[config.mk]
export PLATFORM = sky130hd
export DESIGN_NAME = cache_tag_array
export DESIGN_NICKNAME = d
export VERILOG_FILES = /design/src/source/cache_pkg.sv /design/src/source/cache_tag_array.sv
export SDC_FILE = /design/constraint.sdc
export NUM_CORES = 1
export LEC_CHECK = 0
export BUFFER_PORTS_ARGS = -buffer_cell sky130_fd_sc_hd__buf_4
export CELL_PAD_IN_SITES_DETAIL_PLACEMENT = 1
export CELL_PAD_IN_SITES_GLOBAL_PLACEMENT = 1
export CORE_UTILIZATION = 50
export DETAILED_ROUTE_END_ITERATION = 10
export GPL_TIMING_DRIVEN = 0
export MAX_ROUTING_LAYER = met4
export PLACE_DENSITY = 0.85
export SLEW_MARGIN = 5
export SYNTH_ARGS = -nofsm -noshare
export SYNTH_HDL_FRONTEND = slang
export SYNTH_SLANG_ARGS = --single-unit
[constraint.sdc]
create_clock -name clk -period 3.2 [get_ports clk]
set_input_delay 0.8 -clock clk [delete_from_list [all_inputs] [get_ports clk]]
set_output_delay 0.8 -clock clk [all_outputs]
set_load 0.01 [all_outputs]
[src/source/cache_pkg.sv]
// geometry is fixed at 4 ways x 16 sets x 4 words; pointer and count widths assume these values
package cache_pkg;

  // ====================
  // geometry
  // ====================
  localparam int ADDR_WIDTH      = 16;
  localparam int WORD_WIDTH      = 32;
  localparam int NUM_WORDS_IN_CL = 4;
  localparam int NUM_WAYS        = 4;
  localparam int WAY_WIDTH       = 2;
  localparam int NUM_SETS        = 16;
  localparam int SET_WIDTH       = 4;
  localparam int OFFSET_WIDTH    = 2;
  localparam int BYTE_WIDTH      = 2;
  localparam int TAG_WIDTH       = 8;
  localparam int CL_WIDTH        = NUM_WORDS_IN_CL * WORD_WIDTH;
  // data array index is {set, way}
  localparam int CL_ADDR_WIDTH   = SET_WIDTH + WAY_WIDTH;

  // ====================
  // far memory queue
  // ====================
  localparam int FM_QUEUE_DEPTH  = 4;
  localparam int FM_PTR_WIDTH    = 2;
  // free count runs 0..FM_QUEUE_DEPTH
  localparam int FM_CNT_WIDTH    = 3;
  // one slot each for q2, q3 and the lookup being accepted
  localparam int FM_RESERVE      = 3;

  // ====================
  // opcodes and results
  // ====================
  typedef enum logic [1:0] {
    RD_LU,
    WR_LU,
    FILL_LU
  } t_lu_op;

  typedef enum logic [1:0] {
    NO_RSP,
    HIT,
    MISS,
    FILLED
  } t_lu_result;

  typedef enum logic {
    FILL_REQ_OP,
    DIRTY_EVICT_OP
  } t_fm_op;

  // address fields from the msb down
  typedef struct packed {
    logic [TAG_WIDTH-1:0]    tag;
    logic [SET_WIDTH-1:0]    set;
    logic [OFFSET_WIDTH-1:0] offset;
    logic [BYTE_WIDTH-1:0]   byte_idx;
  } t_lu_addr_fields;

  // same word seen raw or split
  typedef union packed {
    logic [ADDR_WIDTH-1:0] raw;
    t_lu_addr_fields       f;
  } t_lu_addr;

endpackage
[src/source/cache_tag_array.sv]
// reads return one cycle later; a write to the set being read in the same cycle is not forwarded
`timescale 1ns/1ns
module cache_tag_array (
  input  logic                                                   clk,
  input  logic                                                   arst_n,
  input  logic                                                   rd_en,
  input  logic [cache_pkg::SET_WIDTH-1:0]                        rd_set,
  input  logic                                                   wr_en,
  input  logic [cache_pkg::SET_WIDTH-1:0]                        wr_set,
  input  logic [cache_pkg::NUM_WAYS-1:0]                         wr_valid,
  input  logic [cache_pkg::NUM_WAYS-1:0][cache_pkg::TAG_WIDTH-1:0] wr_tags,
  input  logic [cache_pkg::NUM_WAYS-1:0]                         wr_mru,
  input  logic [cache_pkg::NUM_WAYS-1:0]                         wr_modified,
  output logic [cache_pkg::NUM_WAYS-1:0]                         rd_valid,
  output logic [cache_pkg::NUM_WAYS-1:0][cache_pkg::TAG_WIDTH-1:0] rd_tags,
  output logic [cache_pkg::NUM_WAYS-1:0]                         rd_mru,
  output logic [cache_pkg::NUM_WAYS-1:0]                         rd_modified
);
  import cache_pkg::*;

  // per-set state bits
  logic [NUM_WAYS-1:0]                valid_q    [NUM_SETS];
  logic [NUM_WAYS-1:0]                mru_q      [NUM_SETS];
  logic [NUM_WAYS-1:0]                modified_q [NUM_SETS];
  // tag per way and set
  logic [NUM_WAYS-1:0][TAG_WIDTH-1:0] tags_q     [NUM_SETS];

  // ====================
  // write port
  // ====================
  always_ff @(posedge clk or negedge arst_n) begin
    if (!arst_n) begin
      for (int s = 0; s < NUM_SETS; s++) begin
        valid_q[s]    <= '0;
        mru_q[s]      <= '0;
        modified_q[s] <= '0;
      end
    end else if (wr_en) begin
      valid_q[wr_set]    <= wr_valid;
      mru_q[wr_set]      <= wr_mru;
      modified_q[wr_set] <= wr_modified;
    end
  end

  always_ff @(posedge clk) begin
    if (wr_en) begin
      tags_q[wr_set] <= wr_tags;
    end
  end

  // ====================
  // registered read
  // ====================
  always_ff @(posedge clk or negedge arst_n) begin
    if (!arst_n) begin
      rd_valid    <= '0;
      rd_mru      <= '0;
      rd_modified <= '0;
    end else if (rd_en) begin
      rd_valid    <= valid_q[rd_set];
      rd_mru      <= mru_q[rd_set];
      rd_modified <= modified_q[rd_set];
    end
  end

  always_ff @(posedge clk) begin
    if (rd_en) begin
      rd_tags <= tags_q[rd_set];
    end
  end

  // pipe hazard rule keeps a set update away from a set still being read
  a_no_rd_wr_same_set: assert property (
    @(posedge clk) disable iff (!arst_n)
    (rd_en && wr_en) |-> (rd_set != wr_set)
  );

endmodule

==> results by stage, run 1 <==
Timing:
- Timing would allow up to 356 MHz.
- The number of pins exceeding their max-slew limit in the final report is 0.
- Setup repair after global routing left no endpoint under its margin.
- The total count of hold-check failures in the final report came to 0.
- The slew at the pin with the worst max-slew slack is between 1 and 1.5 ns.
- Clock skew on the completed layout was measured at 0.0183 ns.
- The clock period could shrink to 2.81 ns.
- In this run the tightest slew margin relative to its limit is about 17%.
- The fraction of the cycle the final worst path needs is 87.7%.
- The worst hold slack is around 0.19 ns.
- The number of setup violations in the final report is 0.
- The final critical-path setup slack is 0.393 ns.
- The setup TNS after final layout is 0 ns.

GRT:
- The layer flagged by global routing as most heavily used is met2.
- Global routing used 26.7% of the available tracks.
- For this run the aggregate overflow at the end of global routing stands at 0.
- Global routing used 34.1% of the available met1 tracks.
- The via count of the first global-routing pass is 16035.
- The met3 usage in global routing is 5.06%.
- The number of antenna violations at the first check in global routing is 7.
- The maximum number of pins on one net before global-route repair is 114.
- The global-route track usage on met2 is 43.3%.
- The global-route wire length before repair is 110000 um.

Clocking:
- For this design, the sink count on the clock tree is 748.
- TritonCTS built the clock tree.
- No sink is reached through more buffers than the 3 on the longest clock path.
- Buffers inserted to repair hold after CTS numbered 0.
- The post-CTS setup-driven buffer insertion count is 0.
- The clock reaches the later pin of the worst-skew pair after 0.63 ns.
- The cell sitting at the root of the clock tree is a sky130_fd_sc_hd__clkbuf_16.
- Gates resized during post-CTS repair numbered 0.
- The H-tree level count is 3.
- Buffers inserted during clock tree synthesis total between 70 and 80.
- Clock-pin slew was measured on the worst setup and hold paths at 0.06 ns.

Detailed routing:
- For this block, the routed nets add up to 74600 um of wire.
- The total iterations of the first detailed-routing run is 5.
- The overall via count from detail_route is 14458.
- The detail route stage leaves a number of antenna-violating nets equal to 0.
- For this block, the initial DRC count from the detailed router was 1436.
- After detailed routing, the average wire length per cell comes to 32.2 um.
- In the routed layout, each cell is associated on average with a via count of 6.24.
- After detailed routing, the number of remaining DRC violations is 0.

Yosys:
- For this run, the leading register cell type out of synthesis is sky130_fd_sc_hd__edfxtp_1.
- In the synthesized netlist the async set-or-reset flop fraction comes to 27.3%.
- The most used standard cell by instance count after synthesis is sky130_fd_sc_hd__edfxtp_1.
- The number of distinct standard cells referenced by the synthesized netlist is 24.
- The count of state elements after synthesis is 748.
- The Yosys warning count is 0.
- The number of enable-type register cells in the synthesized netlist is 544.
- By area the synthesized netlist is led by sky130_fd_sc_hd__edfxtp_1, sky130_fd_sc_hd__dfrtp_1, sky130_fd_sc_hd__mux4_2.
- The average instance area after synthesis is approximately 22 sq um.
- The total nets after synthesis is between 1000 and 1500.
- Counting every instance in the synthesized netlist gives between 1000 and 1500.
- In the synthesized netlist, the cells that appear most often are sky130_fd_sc_hd__edfxtp_1, sky130_fd_sc_hd__mux4_2, sky130_fd_sc_hd__dfrtp_1.
- The mapped netlist covers 29200 sq um.
- The synthesized design spends more area on one cell type than any other, namely sky130_fd_sc_hd__edfxtp_1.
- The portion of synthesized cell area occupied by the leading cell type is 55.9%.
- The sequential share of the synthesized area is 73.3%.

Pwr:
- In this run the power density over the cells is 665 nW/um^2.
- The combinational group share of total power is 9.4%.
- Summed over all cells, the static leakage comes to 0.0117 uW.
- For this design the total switching power over the nets is 5120 uW.
- Sequential cells account for a little over half of the total power.
- Cell internal power was estimated by the tool at 17100 uW.
- Of the total power, the clock network draws 38.2%.
- The peak supply drop is 403 uV.
- Of the total power, the share spent switching nets is a little under a quarter.

Cells and area:
- Of the cells placed in the final design, the portion with a size suffix greater than 1 is roughly 43%.
- The total number of nets in the final design is between 1500 and 2000.
- Once layout is done, the placed cells without fillers occupy 33400 sq um.
- The layout overhead on the synthesized area is 14.2%.

Die:
- The core region is 57700 sq um.
- The vertical die dimension is 244 um.
- The number of ports placed on the die boundary is 100.
- The initial core utilization is 50.7%.
- The die is between 200 and 250 um wide.
- The die area is 59400 sq um.
- The placement row count is ~90.

Placement:
- Input and output buffers added on the ports amount to 96.
- The placement-stage cell area is 31000 sq um.
- The half-perimeter wire length after placement is 41200 um.
- The routability-driven placement congestion ratio is approximately 0.8.
- The worst slack at placement is -0.238 ns.

Setup path:
- The startpoint identified for the worst register-to-register timing path is tags_q[8][21]$_DFFE_PP_.
- STA puts the critical path data required time at approximately 3.7 ns.
- STA classifies the critical path endpoint as a register.
- Following the worst setup path forward leads to its endpoint at mru_q[28]$_DFFE_PN0P_.
- By startpoint and endpoint, the worst setup path is classified as primary input to register.
- The arrival time reported for the critical path endpoint is about 3.3 ns.
- The reg-to-reg endpoint is rd_tags[21]$_DFFE_PP_.
- The largest fanout on the critical path is 41.
- The most critical setup path has its startpoint at wr_set[1].
- The slack of the worst reg-to-reg path is about 1.5 ns.
- The worst register-to-register path has a depth of 2.
- The launching element type of the critical path is a primary input.

Min path:
- The min-delay analysis places its worst path in the category primary input to async pin.

Status:
- The run finished with clean final reports.

Flow run:
- The max capacitance violation total is 0.
## state kept, by name (all words and copies together), names as in the netlist
signal and count:
rd_valid 4, modified_q 64, rd_mru 4, tags_q 512
mru_q 64, valid_q 64, rd_tags 32, rd_modified 4
## power by group through the flow
stage                     clock network, uW  logic, uW  registers [uW]
after CTS                              8570       2090           11600
final                                  8490       2080           11600
after global placement                    0       1920           11700
after global routing                   8880       2210           11700
after detailed placement                  0       2050           11800
after floorplan                           0       1320           11600
## how the worst min path moves through the flow
stage / from / endpoint / slack, ns / cells past startpoint
2_1_floorplan: modified_q[47]$_DFFE_PN0P_ / modified_q[47]$_DFFE_PN0P_ / 0.47 / 1
3_3_place_gp: valid_q[46]$_DFFE_PN0P_ / valid_q[46]$_DFFE_PN0P_ / 0.48 / 1
3_5_place_dp: mru_q[49]$_DFFE_PN0P_ / mru_q[49]$_DFFE_PN0P_ / 0.49 / 1
4_1_cts: arst_n / mru_q[35]$_DFFE_PN0P_ / 0.21 / 1
5_1_grt: arst_n / mru_q[19]$_DFFE_PN0P_ / 0.24 / 1
6_report: arst_n / mru_q[35]$_DFFE_PN0P_ / 0.19 / 1
## critical path: stages
cell and delay (ns):
sky130_fd_sc_hd__buf_4 0.11, sky130_fd_sc_hd__clkbuf_1 0.21, sky130_fd_sc_hd__nor4_1 0.89, sky130_fd_sc_hd__buf_4 0.82, sky130_fd_sc_hd__mux2_2 0.43
## logic make-up after synthesis
group / after synthesis / synth area share (%)
flops: 748 / 73.3
buf+inv: 89 / 1.56
mux: 412 / 23.8
simple gates: 40 / 0.663
compound gates: 24 / 0.616
## cell usage in the layout, fill, tap and decap left out, types with 10 or more instances in the layout
cell type                     n
sky130_fd_sc_hd__mux2_2     192
sky130_fd_sc_hd__buf_2       21
sky130_fd_sc_hd__dfrtp_1    204
sky130_fd_sc_hd__mux2i_1     12
sky130_fd_sc_hd__o22ai_1     12
sky130_fd_sc_hd__edfxtp_1   544
sky130_fd_sc_hd__buf_4      109
sky130_fd_sc_hd__clkinv_2    19
sky130_fd_sc_hd__clkbuf_1    49
sky130_fd_sc_hd__nor2_1      18
sky130_fd_sc_hd__buf_6       10
sky130_fd_sc_hd__clkbuf_16   77
sky130_fd_sc_hd__a221oi_1    12
sky130_fd_sc_hd__mux4_2     208
## metrics by stage
stage | util (%) | cells | total power, uW
4_1_cts | 57.8 | 2312 | 22300
6_report | 57.9 | 2318 | 22200
3_5_place_dp | 53.8 | 2178 | 13800
2_1_floorplan | - | 1313 | 13000
5_1_grt | 57.9 | 2318 | 22800
3_3_place_gp | 53.6 | 2174 | 13600
## area by class of cell
cell class                 instances  area (sq um)
antenna                            6          15.0
buffer                            86           477
clock buffer                      95          2020
clock inverter                    39           312
fill                            4879         24300
inverter                           3          11.3
multi-input combinational        476          7340
sequential                       748         21400
tap                              765           957
timing repair buffer             100           816
## routing by layer
| metal | wire length [um] | vias up | share of wire, % |
|---|---|---|---|
| met2 | 38400 | 609 | 51 |
| met3 | 4710 | 130 | 6.3 |
| met1 | 29600 | 7935 | 40 |
| li1 | - | 5784 | - |
| met5 | 0 | - | 0 |
| met4 | 1900 | 0 | 2.5 |
Power figures use the tool's default switching activity.
==> run 2: changes to the inputs <==
--- a/config.mk
+++ b/config.mk
@@ -11,5 +11,4 @@
 export CORE_UTILIZATION = 50
 export DETAILED_ROUTE_END_ITERATION = 10
-export GPL_TIMING_DRIVEN = 0
 export MAX_ROUTING_LAYER = met4
 export PLACE_DENSITY = 0.85
==> constraint.sdc (replaced) <==
create_clock -name clk -period 3.2 [get_ports clk]
set_input_delay 0.64 -clock clk [delete_from_list [all_inputs] [get_ports clk]]
set_output_delay 0.64 -clock clk [all_outputs]
set_load 0.01 [all_outputs]
==> results by stage, run 2 (synthesized netlist as in run 1, its figures left out) <==
Setup path:
- The critical path class is primary input to register.
- Data on the critical path is required at its endpoint by approximately 3.6 ns.
- The arrival time reported for the critical path endpoint is 2.40 ns.
- The slack of the worst reg-to-reg path is 1.46 ns.
- The endpoint identified for the worst register-to-register timing path is rd_tags[10]$_DFFE_PP_.
- The largest fanout on the critical path is 31.
- Measured in cells, the most critical reg-to-reg path has a length of 2.
- The reg-to-reg startpoint is tags_q[2][10]$_DFFE_PP_.
- The nature of the critical path endpoint is a register.
- The launching element type of the critical path is a primary input.

Die:
- The die extent in x is 244 um.
- The total core area is a little under 60000 sq um.
- The floorplan step defined a die boundary enclosing roughly 59000 sq um.
- The initial core utilization is 50.7%.
- The vertical die dimension is 244 um.
- The placement row count is 88.
- For this design the top-level I/O count stands at 100.

Placement:
- During placement, the flow inserted port buffers numbering 99.
- The placement-stage cell area is 31300 sq um.
- The half-perimeter wire length after placement is 37000 um.
- The routability-driven placement congestion ratio is around 0.73.

Timing:
- The number of setup violations in the final report is 0.
- After layout, the minimum clock period comes to 2.05 ns.
- On the final layout, the worst clock skew is 0.0269 ns.
- Summed over all failing endpoints, the final setup total negative slack is 0 ns.
- The worst path uses between 60% and 70% of the clock period.
- The number of pins exceeding their max-slew limit in the final report was 0.
- The slew at the pin with the worst max-slew slack is 0.777 ns.
- The total count of hold-check failures in the final report is 0.
- The worst max-slew margin expressed relative to the limit is 48.2%.
- Static timing analysis puts the maximum clock frequency at 488 MHz.
- Setup repair after global routing left no endpoint under its margin.

Clocking:
- The number of hold buffers added after CTS was 1.
- CTS saw 748 sinks.
- Post-CTS repair changed the size of 0 cells.
- The register clock-pin slew on the reported worst setup and hold paths is 0.07 ns.
- TritonCTS built the clock tree.
- Buffers inserted during clock tree synthesis total 76.
- The clock passes through at most 3 buffers.
- The clock network latency to the later pin of the worst-skew pair is 0.63 ns.
- The H-tree level count is 3.
- In this run the clock root is driven by a sky130_fd_sc_hd__clkbuf_16.
- The post-CTS setup-driven buffer insertion count is 0.

Cells and area:
- The register with the most flip-flops in the layout has 512 of them.
- The most common library cell in the layout ignoring fill and taps is sky130_fd_sc_hd__edfxtp_1.
- The sequential cells in the finished layout cover a total of 21400 sq um.
- The ratio of cells with drive above 1 in the final layout is about 45%.
- The multi-input combinational cells in the finished layout cover a total of 7420 sq um.
- After routing the design area is approximately 34000 sq um.
- The fill cell total of the finished layout is 4830.
- Relative to the synthesized area, the layout overhead comes to 15.9%.
- In the layout the commonest cells are sky130_fd_sc_hd__edfxtp_1, sky130_fd_sc_hd__mux4_2, sky130_fd_sc_hd__dfrtp_1.
- More flip-flops sit in one register than any other, and that register is tags_q.
- The total number of nets in the final design is 1506.

Pwr:
- The internal power summed over all cells is 17600 uW.
- The switching share of power is between 20% and 30%.
- In this run, flip-flops and latches consume 51.1% of the power.
- In this run the power density over the cells is approximately 670 nW/um^2.
- The total power is 22700 uW.
- Combinational logic is responsible for 9.0% of the overall power.
- For this design the static power due to leakage is 0.0118 uW.
- The switching power summed over all nets is 5070 uW.
- In this run, the clock network consumes 39.9% of the power.
- The peak supply drop is 457 uV.

Status:
- The run finished with clean final reports.

Detailed routing:
- The detail route stage leaves a number of antenna-violating nets equal to 0.
- The total length of routed wires is 72400 um.
- In the final routed layout, each cell accounts on average for 31.7 um.
- Detailed routing inserted a total of 14169 vias.
- The detailed-route DRC error count is 0.
- For this run, the detailed router's first-pass iteration total came to 5.
- Using the TritonRoute via totals, the vias-per-cell ratio works out to 6.21.
- The first routing iteration left around 1200 violations.

Flow run:
- Across the run, the number of max-cap violations was 0.

GRT:
- The total global routing overflow is 0.
- The number of antenna violations at the first check in global routing is 5.
- The first global-routing pass estimated 107000 um of wire.
- Entering global routing, the biggest net connects 89 pins.
- The via count of the first global-routing pass is 15821.
- The total routing usage reported by global routing is around 26%.

Min path:
- The cell count of the worst hold path is 1.
- The worst min-delay path category is primary input to register.
- The beginning of the worst hold path is wr_tags[1].
- The terminating pin of the worst hold path is tags_q[5][1]$_DFFE_PP_.
run 2: changes by cell type in the layout (fill, tap and decap cells not counted), sizes merged:
| cell | before | now |
|---|---|---|
| buf | 152 | 142 |
| bufinv | 3 | 9 |
| clkbuf | 129 | 97 |
| clkinv | 31 | 29 |
| diode | 6 | 5 |
| dlygate4sd3 | 0 | 1 |
run 2: layout make-up:
| cell class | count | area share, % |
|---|---|---|
| sequential | 748 | 63.3 |
| multi-input combinational | 476 | 21.9 |
| clock buffer | 95 | 6.00 |
| timing repair buffer | 145 | 4.41 |
| tap | 765 | 2.82 |
| clock inverter | 43 | 1.52 |
| antenna | 5 | 0.0369 |
| inverter | 3 | 0.0332 |
run 2: routing by layer:
metal,wire length [um],GRT usage (%)
met5,0,-
met3,4990,5.41
met2,37200,41.9
met4,1740,7.35
met1,28500,33.5
run 2: through the flow:
step	cells	hold slack, ns	setup WS [ns]	utilization [%]
4_1_cts	2275	0.267	1.14	58.7
2_1_floorplan	1313	0.344	0.530	-
5_1_grt	2280	0.290	1.10	58.7
3_3_place_gp	2136	0.481	0.603	54.3
6_report	2280	0.303	1.15	58.7
3_5_place_dp	2136	0.490	0.543	54.3
run 2: worst max-delay path by stage:
| stage | startpoint | end | cells after the start |
|---|---|---|---|
| after floorplan | wr_set[1] | tags_q[0][0]$_DFFE_PP_ | 5 |
| after global placement | rd_set[0] | rd_tags[25]$_DFFE_PP_ | 4 |
| after detailed placement | rd_set[0] | rd_tags[10]$_DFFE_PP_ | 4 |
| after CTS | rd_set[0] | rd_tags[10]$_DFFE_PP_ | 4 |
| after global routing | rd_set[0] | rd_tags[23]$_DFFE_PP_ | 4 |
| final | rd_set[0] | rd_tags[10]$_DFFE_PP_ | 4 |
run 2: power groups by stage:
stage | combinational, uW | sequential (uW) | clock, uW
floorplan | 1320 | 11600 | 0
global placement | 1900 | 11700 | 0
detailed placement | 2020 | 11800 | 0
CTS | 2070 | 11600 | 9190
global route | 2190 | 11700 | 9480
finish | 2040 | 11600 | 9050
run 2: critical path, stage by stage:
cell	delay [ns]
sky130_fd_sc_hd__clkbuf_8	0.31
sky130_fd_sc_hd__buf_12	0.31
sky130_fd_sc_hd__mux4_2	0.59
sky130_fd_sc_hd__mux4_2	0.51
