<file path="config.mk">
export PLATFORM = sky130hd
export DESIGN_NAME = cache_fm_port
export DESIGN_NICKNAME = d
export VERILOG_FILES = /design/src/source/cache_pkg.sv /design/src/source/cache_fm_port.sv
export SDC_FILE = /design/constraint.sdc
export NUM_CORES = 1
export LEC_CHECK = 0
export ABC_AREA = 0
export BUFFER_PORTS_ARGS = -buffer_cell sky130_fd_sc_hd__clkbuf_2
export CAP_MARGIN = 0
export CORE_MARGIN = 5
export CORE_UTILIZATION = 39
export DETAILED_ROUTE_END_ITERATION = 10
export GPL_ROUTABILITY_DRIVEN = 0
export HOLD_SLACK_MARGIN = 0.02
export SETUP_SLACK_MARGIN = 0.15
export SLEW_MARGIN = 20
export SYNTH_ARGS = -nofsm -noshare
export SYNTH_HDL_FRONTEND = slang
export SYNTH_SLANG_ARGS = --single-unit
export TNS_END_PERCENT = 20
</file>
<file path="constraint.sdc">
create_clock -name clk -period 4.15 [get_ports clk]
set_input_delay 0.415 -clock clk [delete_from_list [all_inputs] [get_ports clk]]
set_output_delay 0.415 -clock clk [all_outputs]
set_load 0.01 [all_outputs]
</file>
<file path="src/source/cache_pkg.sv">
// geometry is fixed at 4 ways x 16 sets x 4 words; pointer and count widths assume these values
package cache_pkg;

  // ====================
  // geometry
  // ====================
  localparam int ADDR_WIDTH      = 16;
  localparam int WORD_WIDTH      = 32;
  localparam int NUM_WORDS_IN_CL = 4;
  localparam int NUM_WAYS        = 4;
  localparam int WAY_WIDTH       = 2;
  localparam int NUM_SETS        = 16;
  localparam int SET_WIDTH       = 4;
  localparam int OFFSET_WIDTH    = 2;
  localparam int BYTE_WIDTH      = 2;
  localparam int TAG_WIDTH       = 8;
  localparam int CL_WIDTH        = NUM_WORDS_IN_CL * WORD_WIDTH;
  // data array index is {set, way}
  localparam int CL_ADDR_WIDTH   = SET_WIDTH + WAY_WIDTH;

  // ====================
  // far memory queue
  // ====================
  localparam int FM_QUEUE_DEPTH  = 4;
  localparam int FM_PTR_WIDTH    = 2;
  // free count runs 0..FM_QUEUE_DEPTH
  localparam int FM_CNT_WIDTH    = 3;
  // one slot each for q2, q3 and the lookup being accepted
  localparam int FM_RESERVE      = 3;

  // ====================
  // opcodes and results
  // ====================
  typedef enum logic [1:0] {
    RD_LU,
    WR_LU,
    FILL_LU
  } t_lu_op;

  typedef enum logic [1:0] {
    NO_RSP,
    HIT,
    MISS,
    FILLED
  } t_lu_result;

  typedef enum logic {
    FILL_REQ_OP,
    DIRTY_EVICT_OP
  } t_fm_op;

  // address fields from the msb down
  typedef struct packed {
    logic [TAG_WIDTH-1:0]    tag;
    logic [SET_WIDTH-1:0]    set;
    logic [OFFSET_WIDTH-1:0] offset;
    logic [BYTE_WIDTH-1:0]   byte_idx;
  } t_lu_addr_fields;

  // same word seen raw or split
  typedef union packed {
    logic [ADDR_WIDTH-1:0] raw;
    t_lu_addr_fields       f;
  } t_lu_addr;

endpackage
</file>
<file path="src/source/cache_fm_port.sv">
// queue of 4; pointers rely on a power-of-two depth and the responder must follow four-phase order
`timescale 1ns/1ns
module cache_fm_port (
  input  logic                                clk,
  input  logic                                arst_n,
  input  logic                                push,
  input  cache_pkg::t_fm_op                   push_op,
  input  logic [cache_pkg::ADDR_WIDTH-1:0]    push_addr,
  input  logic [cache_pkg::CL_WIDTH-1:0]      push_data,
  output logic [cache_pkg::FM_CNT_WIDTH-1:0]  free,
  output logic                                fm_req,
  output cache_pkg::t_fm_op                   fm_op,
  output logic [cache_pkg::ADDR_WIDTH-1:0]    fm_addr,
  output logic [cache_pkg::CL_WIDTH-1:0]      fm_data,
  input  logic                                fm_ack
);
  import cache_pkg::*;

  logic [FM_PTR_WIDTH-1:0] wr_ptr;
  logic [FM_PTR_WIDTH-1:0] rd_ptr;
  t_fm_op                  q_op   [FM_QUEUE_DEPTH];
  logic [ADDR_WIDTH-1:0]   q_addr [FM_QUEUE_DEPTH];
  logic [CL_WIDTH-1:0]     q_data [FM_QUEUE_DEPTH];
  logic                    ack_wait;
  logic                    pop;
  logic                    occupied;

  // ack seen while req is up ends phase 2
  assign pop      = fm_req && fm_ack;
  assign occupied = (free != FM_CNT_WIDTH'(FM_QUEUE_DEPTH));

  // ====================
  // queue control
  // ====================
  always_ff @(posedge clk or negedge arst_n) begin
    if (!arst_n) begin
      wr_ptr <= '0;
      rd_ptr <= '0;
      free   <= FM_CNT_WIDTH'(FM_QUEUE_DEPTH);
    end else begin
      if (push) wr_ptr <= wr_ptr + 1'b1;
      if (pop) rd_ptr <= rd_ptr + 1'b1;
      case ({push, pop})
        2'b10:   free <= free - 1'b1;
        2'b01:   free <= free + 1'b1;
        default: free <= free;
      endcase
    end
  end

  always_ff @(posedge clk) begin
    if (push) begin
      q_op[wr_ptr]   <= push_op;
      q_addr[wr_ptr] <= push_addr;
      q_data[wr_ptr] <= push_data;
    end
  end

  // ====================
  // four-phase handshake
  // ====================
  // req up -> ack up -> req down, pop -> ack down -> idle
  always_ff @(posedge clk or negedge arst_n) begin
    if (!arst_n) begin
      fm_req   <= 1'b0;
      ack_wait <= 1'b0;
    end else begin
      if (pop) begin
        fm_req   <= 1'b0;
        ack_wait <= 1'b1;
      end else begin
        if (!fm_ack) ack_wait <= 1'b0;
        if (!fm_req && !ack_wait && occupied && !fm_ack) fm_req <= 1'b1;
      end
    end
  end

  // head entry stays on the port until its pop
  assign fm_op   = q_op[rd_ptr];
  assign fm_addr = q_addr[rd_ptr];
  assign fm_data = q_data[rd_ptr];

  // responder only answers a raised request
  a_ack_after_req: assert property (
    @(posedge clk) disable iff (!arst_n)
    $rose(fm_ack) |-> fm_req
  );

  // request and payload stay put until acked
  a_req_stable: assert property (
    @(posedge clk) disable iff (!arst_n)
    (fm_req && !fm_ack) |=> (fm_req && $stable(fm_addr) && $stable(fm_op))
  );

endmodule

</file>
==> results of run 1 <==
==> through the flow <==
stage	hold slack, ns	TNS (ns)
6_report	0.0768	0
3_3_place_gp	0.285	0
5_1_grt	0.0336	0
3_5_place_dp	0.294	0
2_1_floorplan	0.119	-119.55
4_1_cts	0.0241	0
==> Yosys cell counts <==
cell type  instances
and2_1             5
mux4_2           145
inv_1              4
o21ai_0            1
o21a_1             1
buf_12            11
o21ba_2            1
fa_1               1
edfxtp_1         580
nand2_1            2
buf_4              1
buf_6              5
clkbuf_1           2
ha_1               5
mux2_2             1
buf_2             14
nor2_1             2
xor2_1             4
dfrtp_1            8
a21oi_1            1
dfstp_2            1
xnor2_1            2
==> flip-flops by register name, summed over array words and instances (netlist names) <==
| name | flops |
|---|---|
| ack_wait | 1 |
| fm_req | 1 |
| wr_ptr | 2 |
| q_addr | 64 |
| rd_ptr | 2 |
| q_op | 4 |
| free | 3 |
| q_data | 512 |
==> power breakdown <==
part / internal (mW) / switching, mW
sequential: 7.77 / 0.436
combinational: 2.41 / 2.81
clock: 3.10 / 2.13
==> per-layer routing <==
metal	up-vias	share of wire [%]
li1	4439	-
met1	5291	43
met2	262	49
met3	63	6.1
met4	2	1.9
met5	-	0.018
==> logic make-up (layout without fill, tap and decap cells) <==
logic type | after synthesis | count (layout) | synth area share (%)
other cells | 0 | 3 | 0
flops | 589 | 589 | 82.0
simple gates | 9 | 9 | 0.215
compound gates | 4 | 4 | 0.128
fa+ha+maj | 6 | 6 | 0.384
mux | 146 | 146 | 15.2
xor+xnor | 6 | 6 | 0.244
buf+inv | 37 | 567 | 1.75
==> cell usage in the layout, fill, tap and decap left out, drive strengths merged <==
master / synthesis / layout
clkinvlp: 0 / 3
inv: 4 / 6
mux2: 1 / 1
ha: 5 / 5
bufinv: 0 / 8
xor2: 4 / 4
dfstp: 1 / 1
buf: 31 / 15
and2: 5 / 5
o21a: 1 / 1
clkbuf: 2 / 370
o21ai: 1 / 1
clkinv: 0 / 22
mux4: 145 / 145
dfrtp: 8 / 8
xnor2: 2 / 2
edfxtp: 580 / 580
dlygate4sd3: 0 / 143
o21ba: 1 / 1
fa: 1 / 1
nor2: 2 / 2
diode: 0 / 3
nand2: 2 / 2
a21oi: 1 / 1
==> path summary, 6_finish.rpt <==
check	start	end
setup / recovery	rd_ptr[0]	fm_data[90]
hold / removal	push_data[71]	q_data[1][71]
setup reg to reg	wr_ptr[0]	q_data[0][71]
hold reg to reg	ack_wait	ack_wait
max in group asynchronous	arst_n	free[2]
min in group asynchronous	arst_n	fm_req
==> what timing repair did <==
item / 4_1_cts / 5_1_grt
hold endpoints to repair: 567 / 0
buffers inserted: 0 / 0
endpoints found under the setup margin: 0 / 0
gates resized for setup: 0 / 0
hold buffers: 143 / 0
==> cell type report <==
class | count | area, um2
flip-flops and latches | 589 | 17700
multi-input cells | 171 | 3500
fillers | 4418 | 27700
repair buffers | 455 | 3180
clock buffers | 73 | 1530
clock inverters | 35 | 382
inverters | 4 | 15.0
diodes | 3 | 7.51
well taps | 704 | 881
==> results.json, run 1 <==
{
  "reg2reg_slack_ns": 1.99,
  "cp.buffers_inverters": 2,
  "ys_top_cells_by_area": "edfxtp_1 81%, mux4_2 15%, buf_12 1.0%",
  "first_pass_iters": 4,
  "grt_max_degree": 92,
  "yosysWarnings": 0,
  "track_usage_pct": 14.6,
  "core_um2": 54900,
  "num_rows": 86,
  "cp_top_family": "flip-flops",
  "max_freq_mhz": 311,
  "dp_cells": 1780,
  "cp_slowest_cell": "dfrtp_4",
  "drv_cap": 0,
  "syn_avg_cell_area_um2": 27.0,
  "worstHoldPathCells": 1,
  "grt_overflow": 0,
  "grt_pass1_vias": 11100,
  "post-route-period-util_pct": 77.4,
  "setup_violations": 0,
  "place_area_um2": 23800,
  "finalHoldViolCount": 0,
  "clk_pin_slew_ns": 0.06,
  "path_cells": "buf_4 > mux4_2 > clkbuf_2",
  "vdd_drop_max_uv": 358,
  "arrival_ns": 2.80,
  "fin_nets": 1435,
  "syn-cell-area_um2": 21500,
  "required_ns": 3.73,
  "ys_seq_area_share_pct": 82.0,
  "drc": 0,
  "ys_ff_latch": 589,
  "finalMaxSlewViolations": 0,
  "power_mw": 18.7,
  "synth_cell_types": 22,
  "fin_worst_skew_ns": 0.00927,
  "met2_usage_pct": 24.0,
  "fp.dieArea_um2": 59900,
  "cts_max_level": 2,
  "synth_area_leader_cell": "edfxtp_1",
  "path_depth": 3,
  "syn_to_final_growth_pct": 26.2,
  "cts.sinks": 589,
  "synthCells": 797,
  "via_count": 10100,
  "tightest_slew_ns": 0.840,
  "power_density_nw_per_um2": 688,
  "wl_per_cell_um": 21.7,
  "final_core_util_pct": 49.5,
  "cts_tree": "yes",
  "grt_util_met3_pct": 3.88,
  "synth_fp_nets": 952,
  "cts_inserted_buffers": 59,
  "period_needed_ns": 3.21,
  "use_met1_pct": 19.8,
  "viasPerCell": 4.94,
  "dr.first_iter.drc_count": 465,
  "cp_max_fo": 39,
  "p_leak_nw": 9.35,
  "setup_ws_ns": 0.936,
  "synth_top_cell_area_share_pct": 81.0,
  "r2r_cells": 4,
  "io_pins": 298,
  "ant_nets": 0,
  "critPathMaxStageDelay_ns": 0.99,
  "end_kind": "output pin",
  "grt.busiest_layer": "met2",
  "drive_above_1_share_pct": 41.4,
  "hpwl_um": 25600,
  "finalInstanceArea_um2": 27100,
  "clk_latency_ns": 0.60,
  "io_buffers": 297,
  "relSlewSlack_pct": 44.0,
  "holdCritPathClass": "in2reg",
  "cts_buffer_depth": 3,
  "final_cells": 2034,
  "grt_pass1_wl_um": 67300,
  "drt-total-wl_um": 44100,
  "startpoint_type": "flip-flop",
  "cts_root_buf": "clkbuf_16",
  "rsz0062_at_grt": "no",
  "die_x_um": 245,
  "start_util_pct": 39.2,
  "crit_type": "reg2out",
  "status": "completed",
  "post-place-ws_ns": 1.45,
  "grt_antenna_before_repair": 4,
  "die_h_um": 245
}
(Power assumes the default switching activity.)
==> run 2, diff against run 1 <==
==> constraint.sdc (replaced) <==
create_clock -name clk -period 2.8 [get_ports clk]
set_input_delay 0.28 -clock clk [delete_from_list [all_inputs] [get_ports clk]]
set_output_delay 0.28 -clock clk [all_outputs]
set_load 0.01 [all_outputs]
==> run 2 against run 1 <==
Net effect:
- hold slack improved by 0.0085 ns
- global-route usage decreased by 0.12 points
- sequential share of layout area decreased by 0.78 points
- clock power increased by 46%
- cell area increased by 1.2%
- critical path type unchanged
- highest routed layer is now met4
==> results.json, run 2 (synthesis results as in run 1) <==
{
  "clk_latency_ns": 0.60,
  "multi_input_area_um2": 3500,
  "cp_top_family": "buffers and inverters",
  "grt_max_degree": 64,
  "fp.dieArea_um2": 59900,
  "critPathMaxStageDelay_ns": 0.57,
  "regMostFlops": "q_data",
  "switchingPower_mw": 8.09,
  "internal_power_mw": 19.7,
  "holdCritPathClass": "in2async",
  "die_x_um": 245,
  "hold_slack_ns": 0.0853,
  "viasPerCell": 4.91,
  "end_kind": "output pin",
  "cts_max_level": 2,
  "largest_registers": "q_data: 512 flops, q_addr: 64 flops, q_op: 4 flops",
  "track_usage_pct": 14.5,
  "post_cts_buffers": 0,
  "drv_cap": 0,
  "drive_above_1_share_pct": 42.4,
  "io_pins": 298,
  "wl_per_cell_um": 21.3,
  "cts_root_buf": "clkbuf_16",
  "cts.sinks": 589,
  "grt_overflow": 0,
  "nFillCells": 4418,
  "grt_pass1_vias": 11300,
  "cp_max_fo": 25,
  "place_area_um2": 24000,
  "dr.first_iter.drc_count": 624,
  "max_freq_mhz": 388,
  "final_common_cell": "edfxtp_1",
  "syn_to_final_growth_pct": 27.7,
  "hpwl_um": 27000,
  "cp_slowest_cell": "mux4_2",
  "fin_nets": 1460,
  "finalMaxSlewViolations": 0,
  "grt_pass1_wl_um": 67300,
  "seqCellArea_um2": 17700,
  "via_count": 10100,
  "power_switching_share_pct": 29.1,
  "start_util_pct": 39.2,
  "relSlewSlack_pct": 53.0,
  "period_needed_ns": 2.58,
  "startpoint_type": "flip-flop",
  "crit_type": "reg2out",
  "arrival_ns": 2.30,
  "drc": 0,
  "setup_violations": 0,
  "ant_nets": 0,
  "io_buffers": 297,
  "cts_tree": "yes",
  "rsz0062_at_grt": "yes",
  "fin_worst_skew_ns": 0.00887,
  "drt-total-wl_um": 43800,
  "p_leak_nw": 9.53,
  "core_um2": 54900,
  "power_density_nw_per_um2": 1010,
  "finalInstanceArea_um2": 27500,
  "first_pass_iters": 4,
  "seq_power_share_pct": 43.0,
  "cts_inserted_buffers": 58,
  "grt_antenna_before_repair": 1,
  "post-route-period-util_pct": 92.0,
  "combPwrFrac_pct": 29.4,
  "cts_buffer_depth": 3,
  "clk_pin_slew_ns": 0.06,
  "finalHoldViolCount": 0,
  "final_core_util_pct": 50.1,
  "vdd_drop_max_uv": 648,
  "required_ns": 2.52,
  "cp.buffers_inverters": 3,
  "tightest_slew_ns": 0.705,
  "die_h_um": 245,
  "layout_common_cells": "580 x edfxtp_1, 297 x clkbuf_2, 148 x dlygate4sd3_1, 145 x mux4_2, 59 x clkbuf_16",
  "path_cells": "buf_12 > buf_16 > mux4_2 > clkbuf_2",
  "num_rows": 86,
  "status": "completed",
  "p_clk_share_pct": 27.5,
  "largest_register_ffs": 512
}
-- run 2: cell types whose count changed in the layout (fill, tap and decap cells not counted), sizes merged, moves of 5 or more --
| cell | before | now |
|---|---|---|
| buf | 15 | 35 |
| clkbuf | 370 | 360 |
| clkinv | 22 | 35 |
| dlygate4sd3 | 143 | 148 |
-- run 2: area by class of cell --
cell class	count	area share [%]
Antenna cell	1	0.00911
Clock buffer	62	5.34
Clock inverter	48	1.58
Inverter	4	0.0547
Multi-Input combinational cell	171	12.7
Sequential cell	589	64.3
Tap cell	704	3.21
Timing Repair Buffer	481	12.8
-- run 2: worst reg2reg max path, stage by stage (launching register included) --
cell and delay, ns:
dfrtp_1 0.42, inv_1 0.10, ha_1 0.15, and2_4 0.60, buf_12 0.31
-- run 2: through the flow --
step	worst slack, ns	cells	setup TNS (ns)	power, mW
after floorplan	-0.0212	797	-3.08	17.3
after global placement	0.741	1800	0	20.3
after detailed placement	0.739	1800	0	20.4
after CTS	0.0713	2058	0	28.3
after global routing	0.0971	2060	0	29.2
final	0.224	2060	0	27.8
-- run 2: path summary, 6_finish.rpt --
kind	depth (start not counted)	slack (ns)	startpoint	to
max in group asynchronous	2	2.44	arst_n	free[2]
worst min-delay path	2	0.09	arst_n	free[0]
worst min register to register	1	0.49	ack_wait	ack_wait
min in group clk	2	0.43	push_data[125]	q_data[3][125]
worst max register to register	4	0.90	wr_ptr[0]	q_data[2][42]
worst max-delay path	4	0.22	rd_ptr[0]	fm_data[105]
-- run 2: power by group through the flow --
stage          Combinational [mW]  Sequential [mW]  Clock (mW)
2_1_floorplan                5.28             12.0           0
3_3_place_gp                 8.19             12.1           0
3_5_place_dp                 8.19             12.2           0
4_1_cts                      8.41             12.0        7.90
5_1_grt                      8.86             12.1        8.30
6_report                     8.19             12.0        7.66
-- run 2: per-layer routing --
layer | up-vias | track usage, % | wire length (um)
met4 | 0 | 3.63 | 876
met3 | 57 | 4.02 | 2790
li1 | 4494 | - | -
met2 | 263 | 24.1 | 21900
met1 | 5300 | 19.2 | 18200
met5 | - | 0 | 0
-- run 2: repair_timing --
item / in CTS / in global routing
hold endpoints to repair: 593 / 0
setup endpoints to repair: 67 / 114
cloned: 0 / 1
hold buffers: 148 / 0
resized for setup: 1 / 2
==> run 3, diff against run 2 <==
--- a/config.mk
+++ b/config.mk
@@ -9,10 +9,11 @@
 export BUFFER_PORTS_ARGS = -buffer_cell sky130_fd_sc_hd__clkbuf_2
 export CAP_MARGIN = 0
 export CORE_MARGIN = 5
-export CORE_UTILIZATION = 39
+export CORE_UTILIZATION = 51
 export DETAILED_ROUTE_END_ITERATION = 10
 export GPL_ROUTABILITY_DRIVEN = 0
 export HOLD_SLACK_MARGIN = 0.02
+export PLACE_DENSITY = 0.75
 export SETUP_SLACK_MARGIN = 0.15
 export SLEW_MARGIN = 20
 export SYNTH_ARGS = -nofsm -noshare
==> run 3 against run 2 <==
Net effect:
- wire length shrank 0.15%
- utilization grew 15 points
- cell area shrank 0.65%
- power grew 1.3%
- non-clock buffer count grew 1
- sequential power is essentially flat
- critical path type unchanged
- largest cell class unchanged
- highest routed layer unchanged
==> results.json, run 3 (synthesis results as in run 1) <==
{
  "final_core_util_pct": 65.2,
  "cts.sinks": 589,
  "core_um2": 41900,
  "die_x_um": 215,
  "drt-total-wl_um": 43700,
  "fin_nets": 1459,
  "crit_type": "reg2out",
  "r2r_cells": 4,
  "cts_tree": "yes",
  "largest_registers": "q_data: 512 flops, q_addr: 64 flops, q_op: 4 flops",
  "p_leak_nw": 9.55,
  "cp_top_family": "buffers and inverters",
  "cts_max_level": 2,
  "cp_slowest_cell": "mux4_2",
  "path_cells": "buf_16 > buf_4 > mux4_2 > clkbuf_2",
  "finalMaxSlewViolations": 0,
  "grt_antenna_before_repair": 2,
  "first_pass_iters": 4,
  "arrival_ns": 2.25,
  "grt_overflow": 0,
  "power_mw": 28.2,
  "cp_max_fo": 13,
  "dr.first_iter.drc_count": 759,
  "r2r-start": "wr_ptr[0]",
  "track_usage_pct": 19.1,
  "reg2reg_slack_ns": 0.95,
  "max_freq_mhz": 395,
  "reg2reg_to": "q_data[2][37]",
  "via_count": 10200,
  "cts_root_buf": "clkbuf_16",
  "die_h_um": 215,
  "grt_max_degree": 100,
  "cts_buffer_depth": 3,
  "num_rows": 75,
  "cts_inserted_buffers": 56,
  "power_density_nw_per_um2": 1030,
  "viasPerCell": 5.42,
  "io_buffers": 297,
  "layout_common_cells": "580 x edfxtp_1, 297 x clkbuf_2, 148 x dlygate4sd3_1, 145 x mux4_2, 58 x clkbuf_16",
  "wl_per_cell_um": 23.1,
  "hpwl_um": 25500,
  "grt_pass1_wl_um": 68000,
  "cp.buffers_inverters": 3,
  "required_ns": 2.52,
  "startpoint_type": "flip-flop",
  "fin_worst_skew_ns": 0.00973,
  "setup_violations": 0,
  "grt_pass1_vias": 11300,
  "finalHoldViolCount": 0,
  "period_needed_ns": 2.53,
  "drive_above_1_share_pct": 42.0,
  "relSlewSlack_pct": 55.8,
  "vdd_drop_max_uv": 647,
  "critPathMaxStageDelay_ns": 0.54,
  "status": "completed",
  "end_kind": "output pin",
  "final_common_cell": "edfxtp_1",
  "holdCritPathClass": "in2async",
  "clk_latency_ns": 0.59,
  "ant_nets": 0,
  "syn_to_final_growth_pct": 26.9,
  "drv_cap": 0,
  "tightest_slew_ns": 0.662,
  "drc": 0,
  "start_util_pct": 51.4,
  "rsz0062_at_grt": "no",
  "io_pins": 298,
  "largest_register_ffs": 512,
  "clk_pin_slew_ns": 0.06,
  "fp.dieArea_um2": 46400,
  "post-route-period-util_pct": 90.5,
  "regMostFlops": "q_data"
}
==> run 3: what timing repair did <==
action	in CTS	in global routing
hold endpoints to repair	593	0
gates resized for setup	1	0
setup buffers	4	0
hold buffers	148	0
endpoints found under the setup margin	36	0
==> run 3: stage by stage <==
step	worst slack, ns	hold slack (ns)	setup TNS (ns)	cells	cell area [um2]
final	0.267	0.0863	0	1890	27300
after global routing	0.161	0.0950	0	1889	27300
after CTS	0.213	0.0531	0	1887	27300
after detailed placement	0.751	0.166	0	1632	23800
after global placement	0.756	0.165	0	1632	23800
after floorplan	-0.0212	-0.0156	-3.08	797	21500
==> run 3: worst register-to-register path: stages (launching register included) <==
cell and delay [ns]:
dfrtp_1 0.42, inv_1 0.10, ha_1 0.14, and2_4 0.44, buf_12 0.35
==> run 3: layer usage <==
| metal | GRT usage [%] | part of all wire [%] |
|---|---|---|
| met5 | 0 | 0 |
| met4 | 4.40 | 1.8 |
| met3 | 5.47 | 7.1 |
| met2 | 31.5 | 51 |
| met1 | 25.7 | 40 |
==> run 3: area by class of cell <==
type	count	area (um2)
multi-input combinational	171	3500
clock inverter	35	472
timing repair buffer	482	3490
antenna	3	7.51
fill	2670	14600
tap	539	674
inverter	4	15.0
sequential	589	17700
clock buffer	67	1490
==> run 3: worst max path at each step <==
stage                          from      endpoint  slack (ns)  cells past startpoint
after floorplan           wr_ptr[1]  q_addr[1][0]       -0.02                      3
after global placement    rd_ptr[0]    fm_data[0]        0.76                      4
after detailed placement  rd_ptr[0]   fm_data[17]        0.75                      4
after CTS                 rd_ptr[0]   fm_data[17]        0.21                      4
after global routing      rd_ptr[0]   fm_addr[10]        0.16                      4
final                     rd_ptr[0]   fm_data[17]        0.27                      4
==> run 3: report_power, final <==
group | internal [mW] | switching (mW) | total (mW)
Sequential | 11.5 | 0.410 | 11.9
Clock | 4.86 | 3.05 | 7.91
Combinational | 3.88 | 4.44 | 8.32
